## config.mk

```make
export PLATFORM = sky130hd
export DESIGN_NAME = cache_config
export DESIGN_NICKNAME = d
export VERILOG_FILES = /design/src/design/cache_params.svh /design/src/design/cache_pkg.sv /design/src/design/cache_config.sv
export SDC_FILE = /design/constraint.sdc
export NUM_CORES = 1
export LEC_CHECK = 0
export BUFFER_PORTS_ARGS = -buffer_cell sky130_fd_sc_hd__buf_2
export CORE_AREA = 2 2 39 41
export DETAILED_ROUTE_END_ITERATION = 10
export DIE_AREA = 0 0 41 43
export GPL_ROUTABILITY_DRIVEN = 1
export SETUP_SLACK_MARGIN = 0.5
export SLEW_MARGIN = 10
export SYNTH_ARGS = -nofsm -noshare
export SYNTH_HDL_FRONTEND = slang
export SYNTH_SLANG_ARGS = --single-unit
```

## constraint.sdc

```tcl
create_clock -name clk -period 1.1 [get_ports clk]
set_clock_uncertainty 0.15 [all_clocks]
set_input_delay 0.22 -clock clk [delete_from_list [all_inputs] [get_ports clk]]
set_output_delay 0.22 -clock clk [all_outputs]
set_load 0.1 [all_outputs]
```

## src/design/cache_params.svh

```systemverilog
`ifndef CACHE_PARAMS_SVH
`define CACHE_PARAMS_SVH

// address and data word width
`define CACHE_ADDR_BITS 32
`define CACHE_OFFSET_BITS 4
`define CACHE_WORD_SEL_BITS 2
`define CACHE_LINE_WORDS 4

// physical array of 8 ways with 64 sets each
`define CACHE_WAYS 8
`define CACHE_WAY_BITS 3
`define CACHE_MAX_INDEX_BITS 6
`define CACHE_SETS 64

// widest tag is the eight way case of 32 - 4 - 3 bits
`define CACHE_TAG_BITS 25
`define CACHE_COUNT_BITS 11

`endif

```

## src/design/cache_pkg.sv

```systemverilog
package cache_pkg;

  // number of active ways
  typedef enum logic [1:0]
  {
    one_way   = 2'd0,
    two_way   = 2'd1,
    four_way  = 2'd2,
    eight_way = 2'd3
  } geometry_e;

  typedef enum logic
  {
    op_read  = 1'b0,
    op_write = 1'b1
  } access_op_e;

  // st_respond means a response is waiting for resp_ready
  typedef enum logic
  {
    st_idle    = 1'b0,
    st_respond = 1'b1
  } ctrl_state_e;

endpackage

```

## src/design/cache_config.sv

```systemverilog
module cache_config
(
  input  logic                 clk,
  input  logic                 reset,
  input  logic                 cfg_valid,
  input  cache_pkg::geometry_e cfg_mode,
  input  logic                 busy,
  output logic                 cfg_ready,
  output cache_pkg::geometry_e mode,
  output logic                 invalidate
);

  cache_pkg::geometry_e mode_q;
  logic                 cfg_fire;

  // no geometry change while a response is outstanding
  assign cfg_ready = !busy;
  assign cfg_fire  = cfg_valid && cfg_ready;

  // one cycle pulse so valid bits drop at the same edge the mode changes
  assign invalidate = cfg_fire;
  assign mode       = mode_q;

  always_ff @(posedge clk)
  begin
    if (!reset)
    begin
      mode_q <= cache_pkg::one_way;
    end
    else if (cfg_fire)
    begin
      mode_q <= cfg_mode;
    end
  end

endmodule

```

# Word-level counts from Yosys, hierarchy flattened
# Cells that the tools add are included.
# word_totals
ff_bits	2
in_bits	6
rom_bits	0
word_cells	3
out_inout_bits	4
ram_bits	0
mem_count	0
latchBits	0
# classes
n_div	0
addsub	0
muxes	0
multipliers	0
eq_ne	0
n_reduce_logical	2
bitwise	0
shift	0
n_lt_le_gt_ge	0
# op_table
operator	n
logical AND 1 bit	1
logical NOT 1 bit	1

# Logic depth before layout (Yosys ltp)
# depth
depth_word	2
depth_mapped	2
mapped_depth_nobuf	2

# Worst setup path after synthesis
# No wires, ideal clock.
# synth_path
kind	register to register
start	register, netlist name mode[0]
end	register mode_q[0], in the netlist mode[0]
slack_ns	-0.272
setup_time_ns	0.072
arrival_time_ns	1.150
path_stages_with_launch	3
period_less_slack_ns	1.372
path_buffers	0
required_time_ns	0.878
path_cell_list	dfxtp_1 > nand2_1 > mux2i_1
# synth_rtl
element	line	source
end signal, assigned	cache_config.sv:28	mode_q <= cache_pkg::one_way;
end signal, assigned	cache_config.sv:32	mode_q <= cfg_mode;
end, declared	cache_config.sv:13	cache_pkg::geometry_e mode_q;

# Worst setup path in the final report
# layout_path
start	register mode_q[1], in the netlist mode[1]
end	output port mode[1]
# layout_rtl
element	line	source
end, declared	cache_config.sv:9	output cache_pkg::geometry_e mode,
# No word-level cell between the ends.

==> flow_metrics.py <==
metrics = {
    "status": {
        "outcome": "finished with violations",
        "violations": "setup timing",
    },
    "cts": {
        "htreeDepth": 1,
        "clkTransAtPathRegs_ns": 0.03,
        "root_buffer": "clkbuf_4",
        "cts_tree": "done",
        "clock_latency_ns": 0.22,
        "clockBufferDepth": 2,
        "cts_sinks": 2,
        "hold_buffers": 0,
        "numCtsBuffers": 3,
    },
    "synth": {
        "synth.most_common_cell": "nand2_1",
        "seq_area_frac_synth_pct": 43.2,
        "synth_edf_count": 0,
        "ys_top_cells_by_count": "nand2_1 (4), dfxtp_1 (2), mux2i_1 (2), inv_1 (1), nor2b_4 (1)",
        "synthArstFlopShare_pct": 0,
        "synth_top_area_cell": "dfxtp_1",
        "yosys_warnings": 0,
        "synth.area.top_cells": "dfxtp_1 (43%), mux2i_1 (22%), nand2_1 (16%)",
        "yosysTopAreaCellShare_pct": 43.2,
        "postSynthCellCount": 10,
        "syn-num-nets": 16,
        "syn_area_sq_um": 92.6,
        "ys_ff_latch": 2,
        "postSynthAreaPerCell_sq_um": 9.26,
        "synth_top_flop_cell": "dfxtp_1",
        "synth.distinct_cells": 5,
    },
    "drt": {
        "via_per_inst": 3.17,
        "wl_per_cell_microns": 8.19,
        "drt_iter0_drc": 0,
        "antenna_left": 0,
        "drt-total-wl_microns": 344,
        "drt_pass1_iterations": 1,
        "vias": 133,
        "drcViolationCount": 0,
    },
    "placed_design": {
        "gp_congestion": 0.470,
        "portBuffers": 9,
        "placed_area_sq_um": 244,
        "place_ws_ns": 0.0287,
    },
    "grt": {
        "grt_pass1_wl_microns": 434,
        "grt_pass1_vias": 119,
        "grt_max_degree": 5,
        "grt_antenna_before_repair": 0,
        "gr-total-overflow": 0,
        "grtUsageTotal_pct": 4.80,
    },
    "timing": {
        "timing.final.hold_violations": 0,
        "fin_ws_ns": -0.00420,
        "slew_violations": 0,
        "period_needed_ns": 1.10,
        "fin_crit_sh_pct": 100,
        "rsz0062_at_grt": "true",
        "worstMarginPinSlew_ns": 0.102,
        "fmax_ghz": 0.906,
        "slew_headroom_pct": 93.0,
        "setup_violations": 2,
    },
    "setup_path": {
        "arrival_ns": 0.73,
        "critPathMaxFanout": 2,
        "path_class": "reg2out",
        "cp_slowest_cell": "dfxtp_4",
        "path_cells": "buf_12",
        "required_ns": 0.73,
        "critPathLaunchType": "register",
        "worstReg2RegStart": "mode[1]",
        "crit_family": "flip-flops",
        "critPathLaunch": "mode[1]",
        "path_buf_inv": 1,
        "critical-path-max-stage-delay_ns": 0.34,
        "endpoint_kind": "output port",
    },
    "pwr": {
        "p_total_uw": 375,
        "max-vdd-ir-drop_mv": 0.198,
        "leakage_nw": 0.138,
        "power_density_nw_per_um2": 1200,
    },
    "floorplanning": {
        "die_h_microns": 43,
        "die_w_microns": 41,
        "die_area_sq_um": 1760,
        "initial_utilization_pct": 6.69,
        "boundaryPins": 10,
        "design.core.area_sq_um": 1380,
        "core.rowCount": 14,
    },
    "final_layout": {
        "largest_reg_flops": 2,
        "regArea_sq_um": 47.5,
        "syn2layout_area_growth_pct": 238,
        "drive_gt1_share_pct": 76.9,
        "postLayoutCellArea_sq_um": 313,
        "finish.utilization_pct": 22.6,
        "multi_input_area_sq_um": 48.8,
        "diodes": 0,
        "fillCellCount": 154,
        "layout.nets": 34,
    },
    "run": {
        "drv_cap": 0,
    },
    "min_path": {
        "hold_class": "in2reg",
        "min-delay-start": "cfg_mode[0]",
    },
}
-- logic make-up after synthesis --
| family | count (synthesis) | synth area share [%] |
|---|---|---|
| buf+inv | 1 | 4.05 |
| flops | 2 | 43.2 |
| mux | 2 | 21.6 |
| simple gates | 5 | 31.1 |
-- report_power, final --
| part | switching, mW | leakage [nW] | internal [mW] |
|---|---|---|---|
| Clock | 0.0398 | 0.0138 | 0.120 |
| Combinational | 0.0754 | 0.106 | 0.0614 |
| Sequential | 0.00367 | 0.0178 | 0.0748 |
| Total | 0.119 | 0.138 | 0.256 |
-- metal layers --
layer | GRT usage [%] | share of wire (%) | up-vias
met2 | 5.63 | 56 | 12
met4 | 6.00 | 0 | 0
met3 | 6.28 | 21 | 0
met1 | 2.87 | 24 | 58
met5 | 0 | 0 | -
li1 | - | - | 63
-- worst paths after layout --
kind | endpoint | slack, ns | cells past startpoint
setup / recovery | mode[1] | -0.004 | 1
hold / removal | mode[0] | 0.09 | 3
setup reg to reg | mode[1] | 0.37 | 2
hold reg to reg | mode[0] | 0.34 | 2
-- final cells by class --
cell class	instances	share of cell area, %
Tap cell	16	6.40
Clock buffer	3	7.20
Timing Repair Buffer	13	53.2
Sequential cell	2	15.2
Inverter	1	2.40
Multi-Input combinational cell	7	15.6
-- stage by stage --
stage               hold slack, ns  setup TNS, ns  cells
floorplan                    0.202         -0.300     10
global placement             0.314              0     37
detailed placement           0.320              0     37
CTS                         0.0812        -0.0274     41
global route                 0.103        -0.0527     42
finish                      0.0884       -0.00577     42
-- timing repair --
| action | 4_1_cts | 5_1_grt |
|---|---|---|
| pin swaps | 0 | 0 |
| setup buffers | 1 | 1 |
| endpoints found under the setup margin | 6 | 6 |
| gates resized for setup | 6 | 2 |
-- placed cells by master (no fill, tap or decap) --
cell / n
dfxtp_4: 2
clkbuf_4: 3
buf_2: 3
buf_12: 4
buf_6: 5
buf_8: 1
nor2b_4: 1
nand2_1: 4
mux2i_1: 2
clkinvlp_4: 1
-- worst register-to-register path: cells and delay by family (launching register included) --
kind          cells  cell delay [ns]
flops             1             0.34
mux               1             0.10
simple gates      1             0.05
No activity file was read; power rests on OpenSTA's default activity.
