File: config.mk
export PLATFORM = sky130hd
export DESIGN_NAME = address_split
export DESIGN_NICKNAME = d
export VERILOG_FILES = /design/src/design/cache_pkg.sv /design/src/design/address_split.sv
export VERILOG_INCLUDE_DIRS = /design/src /design/src/design
export SDC_FILE = /design/constraint.sdc
export NUM_CORES = 1
export LEC_CHECK = 0
export ABC_CLOCK_PERIOD_IN_PS = 1200
export BUFFER_PORTS_ARGS = -buffer_cell sky130_fd_sc_hd__buf_2
export CAP_MARGIN = 5
export CORE_UTILIZATION = 38
export DETAILED_ROUTE_END_ITERATION = 10
export PLACE_DENSITY_LB_ADDON = 0.1
export SYNTH_ARGS = -nofsm -noshare
export SYNTH_HDL_FRONTEND = slang
export SYNTH_SLANG_ARGS = --single-unit
File: constraint.sdc
create_clock -name vclk -period 1.2
set_clock_uncertainty 0.05 [all_clocks]
set_input_delay 0.18 -clock vclk [all_inputs]
set_output_delay 0.18 -clock vclk [all_outputs]
set_load 0.005 [all_outputs]
File: src/design/cache_params.svh
`ifndef CACHE_PARAMS_SVH
`define CACHE_PARAMS_SVH

// address and data word width
`define CACHE_ADDR_BITS 32
`define CACHE_OFFSET_BITS 4
`define CACHE_WORD_SEL_BITS 2
`define CACHE_LINE_WORDS 4

// physical array of 8 ways with 64 sets each
`define CACHE_WAYS 8
`define CACHE_WAY_BITS 3
`define CACHE_MAX_INDEX_BITS 6
`define CACHE_SETS 64

// widest tag is the eight way case of 32 - 4 - 3 bits
`define CACHE_TAG_BITS 25
`define CACHE_COUNT_BITS 11

`endif

File: src/design/cache_pkg.sv
package cache_pkg;

  // number of active ways
  typedef enum logic [1:0]
  {
    one_way   = 2'd0,
    two_way   = 2'd1,
    four_way  = 2'd2,
    eight_way = 2'd3
  } geometry_e;

  typedef enum logic
  {
    op_read  = 1'b0,
    op_write = 1'b1
  } access_op_e;

  // st_respond means a response is waiting for resp_ready
  typedef enum logic
  {
    st_idle    = 1'b0,
    st_respond = 1'b1
  } ctrl_state_e;

endpackage

File: src/design/address_split.sv
`include "cache_params.svh"

module address_split
(
  input  cache_pkg::geometry_e             mode,
  input  logic [`CACHE_ADDR_BITS-1:0]      req_addr,
  output logic [`CACHE_MAX_INDEX_BITS-1:0] index,
  output logic [`CACHE_TAG_BITS-1:0]       tag,
  output logic [`CACHE_WORD_SEL_BITS-1:0]  word_sel,
  output logic [`CACHE_WAYS-1:0]           way_mask
);

  localparam int OB = `CACHE_OFFSET_BITS;
  localparam int AB = `CACHE_ADDR_BITS;

  // bits 1..0 pick a byte within the word and are ignored
  assign word_sel = req_addr[OB-1:OB-`CACHE_WORD_SEL_BITS];

  // index shrinks by one bit each time the way count doubles
  always_comb
  begin
    case (mode)
      cache_pkg::one_way:
      begin
        index    = req_addr[OB +: 6];
        tag      = {3'b000, req_addr[AB-1:OB+6]};
        way_mask = 8'h01;
      end
      cache_pkg::two_way:
      begin
        index    = {1'b0, req_addr[OB +: 5]};
        tag      = {2'b00, req_addr[AB-1:OB+5]};
        way_mask = 8'h03;
      end
      cache_pkg::four_way:
      begin
        index    = {2'b00, req_addr[OB +: 4]};
        tag      = {1'b0, req_addr[AB-1:OB+4]};
        way_mask = 8'h0f;
      end
      default:
      begin
        index    = {3'b000, req_addr[OB +: 3]};
        tag      = req_addr[AB-1:OB+3];
        way_mask = 8'hff;
      end
    endcase
  end

endmodule

## Word level (Yosys, flattened, before mapping)

Index checks and enable logic that the tools add are counted.

| word-level totals | value |
|---|---|
| word-level logic and storage cells | 6 |
| register bits after elaboration | 0 |

| cells by class | value |
|---|---|
| equal/unequal tests | 2 |
| reductions and logical operators | 1 |
| mux-type cells | 3 |

Operators by type and width:

| cell | count |
|---|---|
| $pmux 25 s3 | 1 |
| $pmux 8 s3 | 1 |
| $pmux 6 s3 | 1 |
| $eq 2x1->1 const B | 1 |
| $eq 2x2->1 const B | 1 |
| $logic_not 2->1 | 1 |

## Depth between registers and ports, before layout

Gate-level depths: netlist (run 1).

| depth | value |
|---|---|
| depth after elaboration | 2 |
| depth in mapped cells | 4 |

## Worst setup path after synthesis (run 1)

Ideal clock, no wire load.

| timing path | value |
|---|---|
| kind | input to output |
| from | in mode[0] |
| to | out tag[11] |
| slack | 0.034 ns |
| path buffers | 2 |
| arrival | 0.936 ns |
| required time | 0.970 ns |
| stages | 3 |
| cells stage by stage | buf_6 > buf_12 > mux4_2 |

| between the ends | value |
|---|---|
| word-level cells in the longest chain between the ends | 2 |
| elaborated cells on any way between the ends | 4 |

Ends and longest elaborated chain:

| element | RTL line | RTL |
|---|---|---|
| start: declaration | address_split.sv:5 | `input cache_pkg::geometry_e mode,` |
| $eq 2x2->1, or another cell as far along | address_split.sv:22 | `case (mode)` |
| $pmux 25 s3 * | address_split.sv:22 |  |
| end: declaration | address_split.sv:8 | `` output logic [`CACHE_TAG_BITS-1:0] tag, `` |

Mark *: on every way between the ends. The rest lies on a longest branch, timed or not.

## Worst setup path after layout (run 1)

| timing path | value |
|---|---|
| from | in mode[0] |
| to | out tag[2] |

The elaborated chain is that of the path after synthesis.

==> metrics.txt, run 1 <==
status complete, but fails checks; failing checks setup timing; Yosys Warn Count 0; largest net degree at the start of global routing 11; most frequent cell after synthesis buf_4; cell taking the most area after synthesis mux4_2; DRT iter0 DRCs 6; core box area 1780 um^2; WP data required 970 ps; clock buffer count 0; grt total ovfl 0; proportion of synthesized area in mux cells 73.2%; DRC Markers 0; Final HPWL DP 1.39 mm; gr usage total 18.1%; first-pass GRT wire length 2.87 mm; hold crit path type input pin to output port; Post-DRT Antenna Nets 0; largest family of logic cells by synthesized area multiplexers; FP Rows 15; Hold Path Depth 0; Fill cells 144; WL/cell 14.8 um; register area 0 um^2; final setup margin -75.7 ps; Antenna Cells 0; Commonest cells post-synth buf_4, mux4_2, mux2i_1; Hold Vio Cnt, Final 0; Synth Area in Compound Gates 0%; Setup crit start kind input pin; Synth Area in Simple Gates 6.02%; Arrival @ worst endpoint 1050 ps; Layout area overhead 63.7%; nets@finish 153; CP max FO 5; share of layout cells above drive strength 1 85.5%; synth top area cells mux4_2, mux4_1, mux2i_1, buf_4, buf_6; Pins Over Slew Limit 0; post-synthesis cell type count 15; vias in the first global route 605; Synth Area in Adders 0%; Final Setup Violations 19; top cell type's share of synthesized area 33.1%; PwrDens 403 nW/um^2; DR vias 761; DRT Wirelength 2.10 mm; hold_buf cts 0; Die H 46.4 um; die area 2150 um^2; period utilisation layout 106%; minimum clock period 1280 ps; routability cong. 0.699; Starting Density 42.0%; Critical Path Sink Type output port; post-synthesis xor/xnor area fraction 0%; Avg Inst Size Synth 13.6 um^2; hold path startpoint req_addr[6]; Post-Synthesis Cells 55; PortBufs 62; vias per cell 5.36; critical path type input pin to output port; max_cap viols 0; Max Freq 784 MHz; WHS Endpoint index[2]; Detailed Routing Iterations Pass 1 4; num sequential 0; leak pwr 0.609 nW; Netlist Area Pre-Place 748 um^2; RSZ-0062 raised after global routing yes; initial antenna violation count 0; width of the die 46.4 um; Worst VDD drop 203 uV; Synth Net Count 89; Util after Layout 68.7%; Hold Slack 310 ps; IO Count 75; Seq/Total Area, Yosys 0%
[routing by layer]
| layer | global-route usage (%) | part of all wire [%] | vias to the layer above |
|---|---|---|---|
| li1 | - | - | 345 |
| met1 | 26.1 | 41 | 378 |
| met2 | 30.8 | 53 | 34 |
| met3 | 0.784 | 5.3 | 4 |
| met4 | 1.76 | 0.24 | 0 |
| met5 | 0 | 0 | - |
[how the worst max path moves through the flow]
stage,from,to,slack [ps]
after floorplan,mode[0],tag[11],30
after CTS,mode[0],tag[11],-70
final,mode[0],tag[2],-80
after detailed placement,mode[0],tag[2],-190
after global routing,mode[0],tag[9],-100
after global placement,mode[0],tag[1],-170
[cells by family (layout without fill, tap and decap cells)]
group                  count (synthesis)  count (layout)
other                                  1               1
buffers and inverters                 18              80
muxes                                 28              28
and+or+nand+nor                        8               8
[cells in the final DEF (no fill, tap or decap), types with 2 or more instances in the layout]
master	n
buf_16	2
nor2b_1	3
mux2i_1	9
clkbuf_16	2
mux4_2	19
buf_12	6
buf_6	4
buf_4	5
buf_2	59
[final cells by class]
| type | instances | area [um^2] | share of cell area [%] |
|---|---|---|---|
| Multi-Input combinational cell | 37 | 572 | 46.7 |
| Tap cell | 25 | 31.3 | 2.55 |
| Timing Repair Buffer | 79 | 618 | 50.5 |
| Inverter | 1 | 3.75 | 0.306 |
[where the power goes]
part,switching (mW),leakage [nW],internal (mW)
Combinational,0.178,0.609,0.315
Sequential,0,0,0
Clock,0,0,0
[worst max-delay path, cell delays in order]
cell and delay, ps:
buf_12 100, buf_12 120, mux4_2 500, buf_2 140
[metrics by stage]
step	power [mW]	area, um^2	instances	setup slack (ps)	setup TNS [ps]
after detailed placement	0.396	1040	131	-187	-2900
final	0.494	1220	142	-75.7	-1020
after global placement	0.392	1040	131	-174	-2800
after floorplan	0.240	748	55	33.9	0
after global routing	0.532	1220	142	-97.7	-1610
after CTS	0.446	1100	135	-68.2	-1090
[what timing repair did]
item | CTS | global route
setup buffers | 2 | 5
endpoints found under the hold margin | 0 | 0
cloned | 2 | 2
pin swaps | 0 | 1
resized for setup | 17 | 9
setup endpoints to repair | 26 | 23
(Power assumes the default switching activity.)
==> run 2, diff against run 1 <==
CELL_PAD_IN_SITES_DETAIL_PLACEMENT = 1   (was default)
CELL_PAD_IN_SITES_GLOBAL_PLACEMENT = 2   (was default)
CORE_MARGIN = 5   (was default)
CORE_UTILIZATION = 20   (was 38)
==> run 2 against run 1 <==
Against the previous run:
- largest cell class unchanged
- non-clock buffer count shrank 1
- flip-flop and latch count is the same
- hold slack is essentially flat
- wire length grew 21%
- cell count grew 15%
- the run still ends with setup timing left
- clock-buffer cell count is the same
- core utilization shrank 35 points
- highest routed layer is now met3
- maximum frequency grew 0.18%
- setup slack gained 2.3 ps
- critical path depth is the same
- sequential share of layout area is the same
- total power grew 0.33%
==> metrics.txt, run 2 (synthesis gave the netlist of run 1 again) <==
Non-Filler Instances 164 (+15%); Critical Path Sink Type output port; Antenna Cells 0 (unchanged); Starting Density 20.6% (-21 points); vias per cell 4.41 (-18%); Cell Chain, Critical Path buf_12, buf_16, mux4_2, buf_2; worst stage delay on the critical path 500 ps (about the same); Reg power frac 0% (unchanged); max_cap viols 0 (unchanged); total power draw 0.495 mW (+0.33%); Worst VDD drop 122 uV (-40%); Detailed Routing Iterations Pass 1 4 (unchanged); Layout area overhead 65.4%; Final HPWL DP 1.99 mm (+43%); Clock Power Share 0% (unchanged); register area 0 um^2 (unchanged); DRT iter0 DRCs 34 (+28); Switch Pwr 0.182 mW (+2.3%); PwrDens 400 nW/um^2 (-0.69%); most frequent cells in the layout buf_2, mux4_2, mux2i_1; final setup margin -73.4 ps (+2.30 ps); CP max FO 5 (unchanged); hold crit path type input pin to output port; Final Setup Violations 19 (unchanged); DRT Wirelength 2.54 mm (+21%); DR vias 724 (-4.9%); Pins Over Slew Limit 0 (unchanged); num sequential 0 (unchanged); critical path type input pin to output port; WL/cell 15.5 um (+4.9%); largest net degree at the start of global routing 13 (+2); Placed Area 1070 um^2 (+3.5%); Post-DRT Antenna Nets 0 (unchanged); nets@finish 152 (-0.65%); FP Rows 22 (+7); first-pass GRT wire length 3.88 mm (+35%); routability cong. 0.782 (+12%); RSZ-0062 raised after global routing yes; period utilisation layout 106% (-0.19 points); switch share 36.8% (+0.70 points); Util after Layout 34.1% (-35 points); WP buf/inv 3 (unchanged); minimum clock period 1270 ps (-2.30 ps); WP data required 970 ps (about the same); Slowest cell on crit path mux4_2; IO Count 75 (unchanged); share of layout cells above drive strength 1 87.9% (+2.5 points); width of the die 71.2 um (+53%); status complete, but fails checks; Final Cell Area 1240 um^2 (+1.0%); failing checks setup timing; Die H 71.2 um (+53%); Arrival @ worst endpoint 1040 ps (about the same); Hold Vio Cnt, Final 0 (unchanged); Max Freq 785 MHz (+0.18%); DRC Markers 0 (unchanged); Hold Slack 310 ps (-0.00100 ps); Setup crit start kind input pin; PortBufs 62 (unchanged); dpl ws -203 ps (-15.3 ps); combinational group share of total power 100.0% (about the same); most common cell after layout, fill and taps aside buf_2; die area 5060 um^2 (+140%); initial antenna violation count 0 (unchanged); internal power 0.313 mW (-0.77%); clock buffer count 0 (unchanged); grt total ovfl 0 (unchanged); Top delay family on crit path multiplexers; Placed Cells 155 (+18%); total negative setup slack -957 ps (+61.2 ps); vias in the first global route 734 (+21%); core box area 3630 um^2 (+100%); leak pwr 0.593 nW (-2.6%); gr usage total 9.01% (-9.1 points)
run 2: final timing paths:
kind        start           to  slack [ps]  cells after the start
max       mode[0]       tag[9]         -70                      4
min   req_addr[2]  word_sel[0]         310                      0
run 2: what timing repair did:
item	in CTS	in global routing
hold buffers	0	0
setup buffers	1	5
pin swaps	1	1
resized for setup	19	9
setup endpoints to repair	27	22
cloned	2	1
endpoints found under the hold margin	0	0
run 2: layer usage:
metal / up-vias / routed length (um) / track usage (%)
met5: - / 0 / 0
met4: 0 / 0 / 0
met3: 0 / 240 / 2.13
met2: 34 / 1260 / 15.3
met1: 351 / 1040 / 12.4
li1: 339 / - / -
run 2: final cells by class:
class,count,area [um^2]
tap,48,60.1
timing repair buffer,78,592
fill,436,2400
inverter,1,3.75
multi-input combinational,37,582
run 2: power groups by stage:
stage                     Combinational, mW  Clock, mW  Sequential [mW]
after floorplan                       0.240          0                0
after global placement                0.413          0                0
after detailed placement              0.415          0                0
after CTS                             0.468          0                0
after global routing                  0.537          0                0
final                                 0.495          0                0
==> run 3, diff against run 2 <==
SKIP_LAST_GASP = 1   (was default)
==> run 3 against run 2 <==
Against the previous run:
- the flow still finishes with violations (setup timing)
- total power down 1.5%
- first-iteration DRC count decreased by 29%
- flip-flop and latch count is the same
- critical endpoint unchanged
- largest power group unchanged
- largest cell class unchanged
- setup slack barely moved
- critical path type unchanged
- global-route usage unchanged
==> metrics.txt, run 3 (synthesis gave the netlist of run 1 again) <==
Post-DRT Antenna Nets 0 (unchanged); max_cap viols 0 (unchanged); IO Count 75 (unchanged); period utilisation layout 106% (about the same); Antenna Cells 0 (unchanged); switch share 36.8% (+0.042 points); Reg power frac 0% (unchanged); first-pass GRT wire length 3.88 mm (unchanged); Arrival @ worst endpoint 1040 ps (about the same); final setup margin -73.6 ps (-0.164 ps); Max Freq 785 MHz (about the same); minimum clock period 1270 ps (+0.164 ps); nets@finish 152 (unchanged); most common cell after layout, fill and taps aside buf_2; PwrDens 399 nW/um^2 (-0.30%); Cell Chain, Critical Path buf_12, buf_16, mux4_2, buf_2; vias in the first global route 734 (unchanged); Final Setup Violations 19 (unchanged); initial antenna violation count 0 (unchanged); Top delay family on crit path multiplexers; DRT iter0 DRCs 24 (-29%); RSZ-0062 raised after global routing yes; number of stages on the worst setup path 4 (unchanged); Final HPWL DP 1.99 mm (unchanged); Clock Power Share 0% (unchanged); combinational group share of total power 100.0% (about the same); largest net degree at the start of global routing 13 (unchanged); gr usage total 9.01% (unchanged); status complete, but fails checks; worst stage delay on the critical path 500 ps (about the same); die area 5060 um^2 (unchanged); Critical Path Sink Type output port; hold_buf cts 0 (unchanged); leak pwr 0.594 nW (+0.14%); FP Rows 22 (unchanged); Setup crit start kind input pin; num sequential 0 (unchanged); WHS Endpoint word_sel[0]; Placed Cells 155 (unchanged); failing checks setup timing; Hold Slack 310 ps (unchanged); most frequent cells in the layout buf_2, mux4_2, mux2i_1; DRT Wirelength 2.53 mm (-0.31%); Fill cells 440 (+0.92%); area occupied by multi-input gates 574 um^2 (-1.3%); DRC Markers 0 (unchanged); routability cong. 0.782 (unchanged); WL/cell 15.4 um (-0.31%); dpl ws -203 ps (unchanged); Worst VDD drop 120 uV (-2.2%); CP max FO 5 (unchanged); Switch Pwr 0.180 mW (-1.4%); Slowest cell on crit path mux4_2; share of layout cells above drive strength 1 86.2% (-1.7 points); Hold Path Depth 0 (unchanged); core box area 3630 um^2 (unchanged); Starting Density 20.6% (unchanged); grt total ovfl 0 (unchanged); critical path type input pin to output port; PortBufs 62 (unchanged); Die H 71.2 um (unchanged); DR vias 721 (-0.41%); WP data required 970 ps (about the same); clock buffer count 0 (unchanged); vias per cell 4.40 (-0.41%); register area 0 um^2 (unchanged); total power draw 0.488 mW (-1.5%); Detailed Routing Iterations Pass 1 4 (unchanged); WP buf/inv 3 (unchanged); width of the die 71.2 um (unchanged); hold path startpoint req_addr[2]; Non-Filler Instances 164 (unchanged); internal power 0.308 mW (-1.6%); Layout area overhead 63.4%; hold crit path type input pin to output port; Pins Over Slew Limit 0 (unchanged); Hold Vio Cnt, Final 0 (unchanged)
run 3: cell types whose count changed in the layout (fill, tap and decap cells not counted):
cell	previous run	this run
buf_6	5	3
buf_4	6	8
mux2i_1	7	9
mux2i_2	2	0
run 3: power by group through the flow:
stage / clock network (mW) / registers, mW / logic, mW
2_1_floorplan: 0 / 0 / 0.240
3_3_place_gp: 0 / 0 / 0.413
3_5_place_dp: 0 / 0 / 0.415
4_1_cts: 0 / 0 / 0.468
5_1_grt: 0 / 0 / 0.530
6_report: 0 / 0 / 0.488
run 3: worst max-delay path by stage:
stage	startpoint	end	slack [ps]
2_1_floorplan	mode[0]	tag[11]	30
3_3_place_gp	mode[0]	tag[17]	-190
3_5_place_dp	mode[0]	tag[0]	-200
4_1_cts	mode[0]	tag[9]	-90
5_1_grt	mode[0]	tag[9]	-100
6_report	mode[0]	tag[9]	-70
run 3: final cells by class:
type               instances  area share [%]
repair buffers            78            47.8
multi-input cells         37            47.0
well taps                 48            4.91
inverters                  1           0.307
run 3: layer usage:
metal  GRT usage [%]  part of all wire [%]
met5               0                     0
met4               0                     0
met3            2.13                   9.0
met2            15.3                    50
met1            12.4                    41
run 3: per-stage QoR:
step | TNS (ps) | util, % | area [um^2]
2_1_floorplan | 0 | - | 748
3_3_place_gp | -3190 | 29.5 | 1070
3_5_place_dp | -3210 | 29.5 | 1070
4_1_cts | -1250 | 31.4 | 1140
5_1_grt | -1670 | 33.6 | 1220
6_report | -950 | 33.6 | 1220
run 3: what timing repair did:
item,4_1_cts,5_1_grt
resized for setup,19,5
hold endpoints to repair,0,0
buffers inserted,1,5
gates cloned,2,1
endpoints found under the setup margin,27,22
pin swaps,1,1
