[config.mk]
export PLATFORM = sky130hd
export DESIGN_NAME = access_ctrl
export DESIGN_NICKNAME = d
export VERILOG_FILES = /design/src/design/cache_pkg.sv /design/src/design/access_ctrl.sv
export VERILOG_INCLUDE_DIRS = /design/src /design/src/design
export SDC_FILE = /design/constraint.sdc
export NUM_CORES = 1
export LEC_CHECK = 0
export ABC_AREA = 0
export BUFFER_PORTS_ARGS = -buffer_cell sky130_fd_sc_hd__buf_4
export CAP_MARGIN = 20
export CORE_ASPECT_RATIO = 1.25
export CORE_UTILIZATION = 37
export CTS_CLUSTER_SIZE = 30
export DETAILED_ROUTE_END_ITERATION = 12
export PLACE_DENSITY = 0.64
export SYNTH_ARGS = -nofsm -noshare
export SYNTH_HDL_FRONTEND = slang
export SYNTH_SLANG_ARGS = --single-unit
[constraint.sdc]
create_clock -name clk -period 3.4 [get_ports clk]
set_input_delay 0.34 -clock clk [delete_from_list [all_inputs] [get_ports clk]]
set_output_delay 0.34 -clock clk [all_outputs]
set_load 0.05 [all_outputs]
[src/design/cache_params.svh]
`ifndef CACHE_PARAMS_SVH
`define CACHE_PARAMS_SVH

// address and data word width
`define CACHE_ADDR_BITS 32
`define CACHE_OFFSET_BITS 4
`define CACHE_WORD_SEL_BITS 2
`define CACHE_LINE_WORDS 4

// physical array of 8 ways with 64 sets each
`define CACHE_WAYS 8
`define CACHE_WAY_BITS 3
`define CACHE_MAX_INDEX_BITS 6
`define CACHE_SETS 64

// widest tag is the eight way case of 32 - 4 - 3 bits
`define CACHE_TAG_BITS 25
`define CACHE_COUNT_BITS 11

`endif

[src/design/cache_pkg.sv]
package cache_pkg;

  // number of active ways
  typedef enum logic [1:0]
  {
    one_way   = 2'd0,
    two_way   = 2'd1,
    four_way  = 2'd2,
    eight_way = 2'd3
  } geometry_e;

  typedef enum logic
  {
    op_read  = 1'b0,
    op_write = 1'b1
  } access_op_e;

  // st_respond means a response is waiting for resp_ready
  typedef enum logic
  {
    st_idle    = 1'b0,
    st_respond = 1'b1
  } ctrl_state_e;

endpackage

[src/design/access_ctrl.sv]
`include "cache_params.svh"

module access_ctrl
(
  input  logic                          clk,
  input  logic                          reset,
  input  logic                          req_valid,
  input  cache_pkg::access_op_e         req_op,
  input  logic [`CACHE_ADDR_BITS-1:0]   req_data,
  input  logic                          resp_ready,
  input  logic                          invalidate,
  input  logic                          hit,
  input  logic [`CACHE_ADDR_BITS-1:0]   rd_word,
  output logic                          req_ready,
  output logic                          accept,
  output logic                          busy,
  output logic                          resp_valid,
  output logic [`CACHE_ADDR_BITS-1:0]   resp_data,
  output logic                          resp_hit,
  output logic                          resp_miss,
  output logic [`CACHE_COUNT_BITS-1:0]  hit_count,
  output logic [`CACHE_COUNT_BITS-1:0]  miss_count
);

  cache_pkg::ctrl_state_e        state_q;
  logic                          resp_take;
  logic [`CACHE_ADDR_BITS-1:0]   data_q;
  logic                          hit_q;
  logic                          miss_q;
  logic [`CACHE_COUNT_BITS-1:0]  hit_cnt_q;
  logic [`CACHE_COUNT_BITS-1:0]  miss_cnt_q;

  assign busy       = (state_q == cache_pkg::st_respond);
  assign resp_valid = busy;
  assign resp_take  = busy && resp_ready;

  // geometry write owns the cycle it transfers in
  assign req_ready = !invalidate && (!busy || resp_ready);
  assign accept    = req_valid && req_ready;

  assign resp_data  = data_q;
  assign resp_hit   = hit_q;
  assign resp_miss  = miss_q;
  assign hit_count  = hit_cnt_q;
  assign miss_count = miss_cnt_q;

  always_ff @(posedge clk)
  begin
    if (!reset)
    begin
      state_q    <= cache_pkg::st_idle;
      hit_q      <= 1'b0;
      miss_q     <= 1'b0;
      hit_cnt_q  <= '0;
      miss_cnt_q <= '0;
    end
    else if (accept)
    begin
      state_q <= cache_pkg::st_respond;
      hit_q   <= hit;
      miss_q  <= !hit;
      if (hit)
      begin
        hit_cnt_q <= hit_cnt_q + 1'b1;
      end
      else
      begin
        miss_cnt_q <= miss_cnt_q + 1'b1;
      end
    end
    else if (resp_take)
    begin
      state_q <= cache_pkg::st_idle;
      hit_q   <= 1'b0;
      miss_q  <= 1'b0;
    end
  end

  // read miss returns zero and a write echoes its data
  always_ff @(posedge clk)
  begin
    if (accept)
    begin
      if (req_op == cache_pkg::op_write)
      begin
        data_q <= req_data;
      end
      else
      begin
        data_q <= hit ? rd_word : '0;
      end
    end
  end

endmodule

**After elaboration in Yosys (flattened, before gate mapping)**

Cells that the tools add are included.

- Logic and storage cells: 25
- Latch bits: 0
- Memories: 0
- ROM bits: 0
- Memory bits (writable): 0
- Flip-flop bits (word level): 57

- $add $sub $neg: 2
- Div/mod/pow operators: 0
- Multiplexer cells: 6
- Bitwise gates (word level): 1
- Multiply operators: 0
- Reduce and logical (&&, ||, !) cells: 10
- Eq/ne operators: 0
- $lt $le $gt $ge: 0
- Shift operators: 0

Operators by type and width:

| operator | count |
|---|---|
| $mux 32 | 2 |
| $add 11x1->11 const B | 2 |
| $mux 1 | 4 |
| $reduce_and 2->1 | 2 |
| $logic_and 1x1->1 | 3 |
| $logic_not 1->1 | 3 |
| $reduce_bool 2->1 | 1 |
| $logic_or 1x1->1 | 1 |
| $not 1->1 | 1 |

**Longest topological paths before layout**

Gate-level depths: netlist of run 1.

- Depth in word-level cells: 5
- Mapped depth: 5
- Gate-level depth less buffers: 5

**Worst setup path before layout of run 1**

No wires, ideal clock.

- Path kind: flip-flop to flip-flop
- From: register state_q, in the netlist busy
- To: register data_q[0], in the netlist resp_data[0] (enable)
- Required time: 2.998 ns
- Library setup time: 0.402 ns
- Period minus slack after synthesis: 2.135 ns
- Path slack: 1.265 ns
- Arrival time: 1.733 ns
- Cell stages (with the launch flop): 4
- Cell sequence: dfxtp_1 nand2b_1 nand2_1 inv_1

- Longest elaborated chain between the ends: 4

Ends and longest elaborated chain:

| item | line | RTL |
|---|---|---|
| start: declaration | access_ctrl.sv:25 | `cache_pkg::ctrl_state_e state_q;` |
| start signal: assignment | access_ctrl.sv:51 | `state_q <= cache_pkg::st_idle;` |
| start signal: assignment | access_ctrl.sv:59 | `state_q <= cache_pkg::st_respond;` |
| start signal: assignment | access_ctrl.sv:73 | `state_q <= cache_pkg::st_idle;` |
| $logic_not 1->1 | access_ctrl.sv:38 | `assign req_ready = !invalidate && (!busy \|\| resp_ready);` |
| $logic_or 1x1->1 | access_ctrl.sv:38 |  |
| $logic_and 1x1->1 | access_ctrl.sv:38 |  |
| $logic_and 1x1->1 | access_ctrl.sv:39 | `assign accept = req_valid && req_ready;` |
| named net accept | access_ctrl.sv:15 | `output logic accept,` |
| end signal: assignment | access_ctrl.sv:86 | `data_q <= req_data;` |
| end signal: assignment | access_ctrl.sv:90 | `data_q <= hit ? rd_word : '0;` |
| end: declaration | access_ctrl.sv:27 | `` logic [`CACHE_ADDR_BITS-1:0] data_q; `` |

The timed path passes the listed nets, and every way through them passes these cells.
A chain may end at the register's enable or synchronous reset.

**Worst setup path in the final report of run 1**

- From: register state_q, in the netlist busy
- To: output accept

- Longest elaborated chain between the ends: 4

Ends and longest elaborated chain:

| item | line |
|---|---|
| $logic_not 1->1 | access_ctrl.sv:38 |
| $logic_or 1x1->1 | access_ctrl.sv:38 |
| $logic_and 1x1->1 | access_ctrl.sv:38 |
| $logic_and 1x1->1 | access_ctrl.sv:39 |
| end: declaration | access_ctrl.sv:15 |

Every way passes these cells.

==> out/summary.md, run 1 <==
In this run, flip-flops and latches consume 47.0% of the power. The first TritonRoute pass finished after 4 iterations. The estimated wirelength of the detail-placed design is 4420 µm, and the largest fanout on the critical path is 15. The area overhead of the layout relative to synthesis is 50.7%. Of the total power, the share spent switching nets is 25.0%. Setup repair after global routing left no endpoint under its margin.

Between clock sinks in the finished design, the worst skew comes to 0.00597 ns. Summed over its instances, the top area cell type makes up 39.3% of the synthesized netlist area. The number of enable flip-flop cells after synthesis was 32; the y dimension of the die was 92.9 µm.

The worst hold margin was 0.305 ns; the setup violation total in the final timing report was 0. By area the synthesized netlist is led by sky130_fd_sc_hd__edfxtp_1 39%, sky130_fd_sc_hd__dfxtp_1 20%, sky130_fd_sc_hd__a22o_1 11%. The net switching power was 407 µW. The tools report the cts-stage hold buffer count as 0. CTS saw 57 sinks. The tools report the sequential area share after synthesis as 59.8%.

The tools report the type of destination of the critical path as an output port. The floorplan step defined a die boundary enclosing 0.00694 mm². Number of antenna violations at the first check in global routing: 0. Shortest clock period the worst path allows after layout: 2.06 ns. The cell area after layout was 0.00368 mm²; the total of warnings raised by yosys was 0. The clock passes through at most 2 buffers.

The worst-skew pair later-pin latency was 0.32 ns; the power density of the placed cells was 442 mW/mm². Average footprint of a synthesized cell: 11.9 µm². Type of the worst setup path: flop to output port. The register clock-pin slew on the reported worst setup and hold paths came out at 0.06 ns.

For this block, the initial DRC count from the detailed router was 86. The global-route wire length before repair was 9170 µm; the starting utilization of the core area was 38.9%. Yosys mapped the design onto 32 distinct sky130hd cell types. The flow ran to the end, and the final reports show no timing, DRC or antenna violations. The path class of the tightest hold or removal check is input pin to flop. The total wirelength of the detailed-routed design is 6230 µm, and the max-cap violation count is 0.

VDD sags by at most 0.266 mV. After detailed routing, the average wire length per cell comes to 14.6 µm. The final-stage net count came out at 409.

The required arrival time at the worst endpoint came out at 3.06 ns. The hold violation count in the final report came out at 0. The slowest cell on the critical path was sky130_fd_sc_hd__dfxtp_1. In the synthesized netlist the dominant register cell turns out to be sky130_fd_sc_hd__edfxtp_1. In the routed design, unresolved DRC markers number 0. Based on the critical path, the design can be clocked at up to 0.486 GHz. STA puts the critical path data arrival time at 1.72 ns. The core area is 0.00629 mm².

The share of total power dissipated in combinational logic is 16.3%. At the pin with the least slew margin, the transition time is 0.690 ns. Cell repeated most along the worst path: sky130_fd_sc_hd__buf_4. For the number of nets with antenna violations after routing, the log shows 0. The number of clock buffers added by TritonCTS is 9. Walking the worst path, the cells encountered are nand2b_1 -> nand2_1 -> inv_1 -> buf_4 -> buf_4.

In the final layout, the share of cells above drive strength 1 is 45.2%. The clock network accounts for 36.7% of the total power. The H-tree depth reported by CTS is 3, and the number of instances in the synthesized netlist is 205.

The tools report the total negative setup slack as 0 ns. The filler cells instantiated in the layout total 556. The synthesized design contains 57 register bits. STA classifies the critical path startpoint as a flop. For this design the static power due to leakage is 0.00157 µW. The total of cells resized after clock tree synthesis was 0. Entering global routing, the biggest net connects 35 pins. The boundary pin count is 131. The number of diodes added for antenna fixing is 0, and the maximum cell stage delay along the critical path is 0.34 ns.

The internal power component was 1220 µW; the number of rows created at floorplan was 32. The number of nets in the synthesized netlist is 278. The number of input and output port buffers inserted is 130, and the post-CTS setup buffer count is 0.

Dividing the detail-routed via count by the number of cells gives 4.96. The congestion estimate from routability-driven global placement came to 0.763. The synthesized design spends more area on one cell type than any other, namely sky130_fd_sc_hd__edfxtp_1. The all-layer global routing usage came out at 18.0%. Normalized max-slew margin: 53.9%.

Summing all placed instances gives a cell area of 0.00350 mm². Ranked by instance count, the synthesized netlist is headed by 32 x sky130_fd_sc_hd__edfxtp_1, 31 x sky130_fd_sc_hd__a22o_1, 25 x sky130_fd_sc_hd__dfxtp_1. Cell with the most instances after synthesis: sky130_fd_sc_hd__edfxtp_1.

Final clock period utilization by the worst path: 60.5%. Summing every instance area after synthesis gives 0.00244 mm². The tools report the remaining global-route overflow as 0.

TritonCTS built the clock tree. In the synthesized netlist the async set-or-reset flop fraction comes to 0%. The via count of the first global-routing pass was 1,915. The via count was 2,113. The root buffer cell chosen for the clock tree is sky130_fd_sc_hd__clkbuf_8. The chip width was 74.7 µm; the final number of max-transition violations was 0.
## stage by stage
step / utilization, % / setup slack (ns) / instances / power, µW
final: 58.6 / 1.34 / 426 / 1630
after global routing: 58.6 / 1.16 / 426 / 1710
after CTS: 58.6 / 1.31 / 426 / 1650
after detailed placement: 55.6 / 1.49 / 410 / 1050
after global placement: 55.6 / 1.52 / 410 / 1050
after floorplan: - / 1.26 / 205 / 930
## layer usage
layer | GRT usage, % | part of all wire, % | up-vias
li1 | - | - | 1035
met1 | 20.1 | 42 | 984
met2 | 30.1 | 50 | 92
met3 | 6.31 | 7.3 | 2
met4 | 8.02 | 0.40 | 0
met5 | 0 | 0 | -
## state kept, by name, summed over array words and instances (netlist names)
signal / count
hit_count: 11
resp_hit: 1
busy: 1
resp_miss: 1
miss_count: 11
resp_data: 32
## final timing paths
check | from | endpoint | slack [ns] | cells after the start
worst max-delay path | busy | accept | 1.34 | 5
worst min-delay path | rd_word[26] | resp_data[26] | 0.31 | 2
worst min register to register | hit_count[10] | hit_count[10] | 0.48 | 2
worst max register to register | busy | resp_data[18] | 1.69 | 5
## cells in the final DEF (no fill, tap or decap), types with 2 or more instances in the layout
| cell | count |
|---|---|
| sky130_fd_sc_hd__or3_1 | 2 |
| sky130_fd_sc_hd__and4_1 | 2 |
| sky130_fd_sc_hd__a31o_2 | 2 |
| sky130_fd_sc_hd__clkbuf_1 | 2 |
| sky130_fd_sc_hd__buf_4 | 133 |
| sky130_fd_sc_hd__a22o_1 | 31 |
| sky130_fd_sc_hd__o21ai_0 | 3 |
| sky130_fd_sc_hd__clkinv_1 | 2 |
| sky130_fd_sc_hd__clkbuf_8 | 10 |
| sky130_fd_sc_hd__nor3_2 | 3 |
| sky130_fd_sc_hd__xnor2_1 | 10 |
| sky130_fd_sc_hd__ha_1 | 2 |
| sky130_fd_sc_hd__edfxtp_1 | 32 |
| sky130_fd_sc_hd__inv_1 | 4 |
| sky130_fd_sc_hd__nor4_1 | 5 |
| sky130_fd_sc_hd__mux2i_1 | 4 |
| sky130_fd_sc_hd__xor2_1 | 3 |
| sky130_fd_sc_hd__nor2_1 | 16 |
| sky130_fd_sc_hd__nand4b_1 | 2 |
| sky130_fd_sc_hd__nand4_1 | 8 |
| sky130_fd_sc_hd__dfxtp_1 | 25 |
| sky130_fd_sc_hd__nand3_1 | 4 |
| sky130_fd_sc_hd__nand2_1 | 14 |
| sky130_fd_sc_hd__a21oi_1 | 7 |
| sky130_fd_sc_hd__nand2b_1 | 4 |
## kinds of logic after synthesis
group,count (synthesis),share of synthesized area [%]
muxes,4,1.64
adders and majority gates,2,1.02
and+or+nand+nor,68,15.9
xor gates and xnor gates,13,4.66
buffers and inverters,17,2.92
DFF,57,59.8
AOI/OAI and AO/OA,44,14.1
## critical path, delay by kind of cell (launching register included)
kind          cells  cell delay, ns
buf+inv           3            0.80
flops             1            0.34
simple gates      2            0.25
## layout make-up
cell class	instances	area (µm²)	area share (%)
sequential	57	1460	39.7
timing repair buffer	133	998	27.1
multi-input combinational	131	915	24.8
clock buffer	12	145	3.94
tap	85	106	2.89
clock inverter	4	42.5	1.15
inverter	4	15.0	0.408
## power groups by stage
stage	sequential [µW]	combinational (µW)	clock, µW
global placement	780	266	0
detailed placement	781	267	0
global route	768	281	658
finish	765	265	598
floorplan	861	69.2	0
CTS	766	268	621
Note: power is estimated with default switching activity, not from simulation.
==> run 2: changes to the inputs <==
==> constraint.sdc (replaced) <==
create_clock -name clk -period 1.9 [get_ports clk]
set_input_delay 0.19 -clock clk [delete_from_list [all_inputs] [get_ports clk]]
set_output_delay 0.19 -clock clk [all_outputs]
set_load 0.05 [all_outputs]
==> run 2 against run 1 <==
Compared with the run above: first-iteration DRC count increased by 63%; clock-buffer cell count decreased by 3; critical path depth decreased by 1; global-route usage increased by 0.42 points; sequential power increased by 79%; critical endpoint unchanged; clock skew about the same; die area unchanged.
==> out/summary.md, run 2 (same netlist as run 1, synthesis figures left out) <==
The area overhead of the layout relative to synthesis is 50.8% (was 50.7%), and the final clock period utilization by the worst path is 89.7%. The run gives 0 (unchanged) as the post-detailed-route DRC marker count. The flip-flop count of the largest register after layout works out to 32 (unchanged). The total negative setup slack came out at 0 ns (unchanged). The filler cell count was 546 (was 556). Class of the tightest hold or removal check: input pin to flop (unchanged).

The DRC marker count from the first detailed-route iteration is 140 (was 86). Boundary pin count: 131 (unchanged). The fraction of layout instances using a drive strength above 1 is 45.6% (was 45.2%). The cts-stage hold buffer count came out at 0 (unchanged). Starting utilization of the core area: 38.9% (unchanged). Type of destination of the critical path: an output port (unchanged). The first-pass detailed-route iteration total was 4 (unchanged); the number of buffers created by CTS was 9 (unchanged). The all-layer global routing usage was 18.4% (was 18.0%).

The estimated wirelength of the detail-placed design came out at 4530 µm (was 4420 µm). Most utilized layer in the global route result: met2 (unchanged). The run gives 0.541 mV (was 0.266 mV) as the peak supply drop. The tools report the kind of launch point of the worst setup path as a flop (unchanged). The number of input and output port buffers inserted works out to 130 (unchanged). Type of the worst setup path: flop to output port (unchanged). The chip width came out at 74.7 µm (unchanged). The flow ran to the end, and the final reports show no timing, DRC or antenna violations. The number of antenna violations at the first check in global routing is 0 (unchanged), and the register clock-pin slew on the reported worst setup and hold paths is 0.06 ns (about the same).

Detail-routed via count per cell: 4.92 (was 4.96). The post-CTS setup buffer count is 0 (unchanged). The run gives 2 (unchanged) as the maximum buffer depth of the clock tree. The core area is 0.00629 mm² (unchanged). The worst path needs 1.70 ns of the cycle, external delays included. The tools report the global-route wire length before repair as 9430 µm (was 9170 µm). The largest fanout on the critical path came out at 10 (was 15).

The tools report the H-tree depth reported by CTS as 3 (unchanged). Storage element area: 0.00146 mm² (about the same). The global routing met3 resource utilization came out at 5.44% (was 6.31%).

Data arrival time at the worst-slack endpoint: 1.51 ns (was 1.72 ns). The library cell used as clock root buffer is sky130_fd_sc_hd__clkbuf_8 (unchanged). TritonCTS built the clock tree.

The met1 layer usage reported by global route was 22.9% (was 20.1%). The total wirelength of the detailed-routed design is 6260 µm (was 6230 µm), and the measured slew at the worst slew-check pin is 0.656 ns (was 0.690 ns). The wire length per cell after detailed routing was 14.7 µm (was 14.6 µm); the sum of internal, switching and leakage power was 2870 µW (was 1630 µW). Setup repair after global routing left no endpoint under its margin. The hold violation count in the final report was 0 (unchanged). Commonest cells after routing, fill and taps aside: 132 x sky130_fd_sc_hd__buf_4, 32 x sky130_fd_sc_hd__edfxtp_1, 31 x sky130_fd_sc_hd__a22o_1 (was 133 x sky130_fd_sc_hd__buf_4, 32 x sky130_fd_sc_hd__edfxtp_1, 31 x sky130_fd_sc_hd__a22o_1). The standby leakage power is 0.00156 µW (was 0.00157 µW), and the area of the multi-input gates is 915 µm² (unchanged). Number of rows created at floorplan: 32 (unchanged). The tools report the number of diodes added for antenna fixing as 0 (unchanged).

The via count was 2,091 (was 2,113); the required arrival time at the worst endpoint was 1.71 ns (was 3.06 ns). The commonest non-fill, non-tap cell in the layout was sky130_fd_sc_hd__buf_4 (unchanged). The logs give 0.731 (was 0.763) for the final RePlAce weighted congestion and 30.0% (was 30.1%) for the met2 layer usage reported by global route. The tools report the normalized max-slew margin as 56.2% (was 53.9%).

The max-cap violation count was 0 (unchanged); the setup violation total in the final timing report was 0 (unchanged). The final number of max-transition violations came out at 0 (unchanged). The final-stage net count came out at 409 (unchanged). The post-route clock skew was 0.00551 ns (was 0.00597 ns).

The y dimension of the die is 92.9 µm (unchanged), and the total of cells resized after clock tree synthesis is 0 (unchanged). The logs give 0.33 ns (was 0.32 ns) for the worst-skew pair later-pin latency and 35 (unchanged) for the maximum number of pins on one net before global-route repair. For the remaining global-route overflow, the log shows 0 (unchanged). Area enclosed by the die boundary: 0.00694 mm² (unchanged).

The logs give 57 (unchanged) for the total number of clock tree sinks and 1,948 (was 1,915) for the via count of the first global-routing pass. Based on the critical path, the design can be clocked at up to 0.587 GHz. The worst hold margin was 0.147 ns (was 0.305 ns); the power density of the placed cells was 779 mW/mm² (was 442 mW/mm²). The run gives 0 (unchanged) as the number of nets with antenna violations after routing.
-- run 2: metal layers --
metal / part of all wire, % / wire length (µm)
met1: 44 / 2730
met2: 47 / 2920
met3: 8.5 / 530
met4: 1.3 / 83
met5: 0 / 0
-- run 2: critical path, stage by stage, from the launching register on --
cell	delay, ns
sky130_fd_sc_hd__dfxtp_2	0.36
sky130_fd_sc_hd__nand2b_1	0.11
sky130_fd_sc_hd__nand2_1	0.17
sky130_fd_sc_hd__clkinvlp_4	0.27
sky130_fd_sc_hd__buf_4	0.27
-- run 2: power by group --
part	switching (µW)	leakage [µW]	total (µW)	internal, µW
clock	444	0.0000890	1020	577
sequential	15.6	0.000506	1370	1360
combinational	278	0.000969	479	201
total	738	0.00156	2870	2130
-- run 2: worst paths after layout --
kind	slack [ns]	depth (start not counted)	to	from
max	0.20	4	accept	busy
min	0.15	2	resp_data[25]	rd_word[25]
max reg2reg	0.34	5	miss_count[10]	miss_count[0]
min reg2reg	0.48	2	hit_count[10]	hit_count[10]
-- run 2: cell type report --
type	instances	area share (%)
Tap cell	85	2.88
Inverter	4	0.509
Timing Repair Buffer	133	27.4
Sequential cell	57	39.7
Multi-Input combinational cell	131	24.8
Clock inverter	6	1.36
Clock buffer	9	3.36
-- run 2: metrics by stage --
stage          util, %  cells  area (µm²)  setup slack [ns]
3_3_place_gp      55.9    410        3510             0.428
2_1_floorplan        -    205        2450           0.00794
5_1_grt           58.7    425        3690            0.0820
3_5_place_dp      55.9    410        3510             0.371
6_report          58.7    425        3690             0.196
4_1_cts           58.7    425        3690             0.174
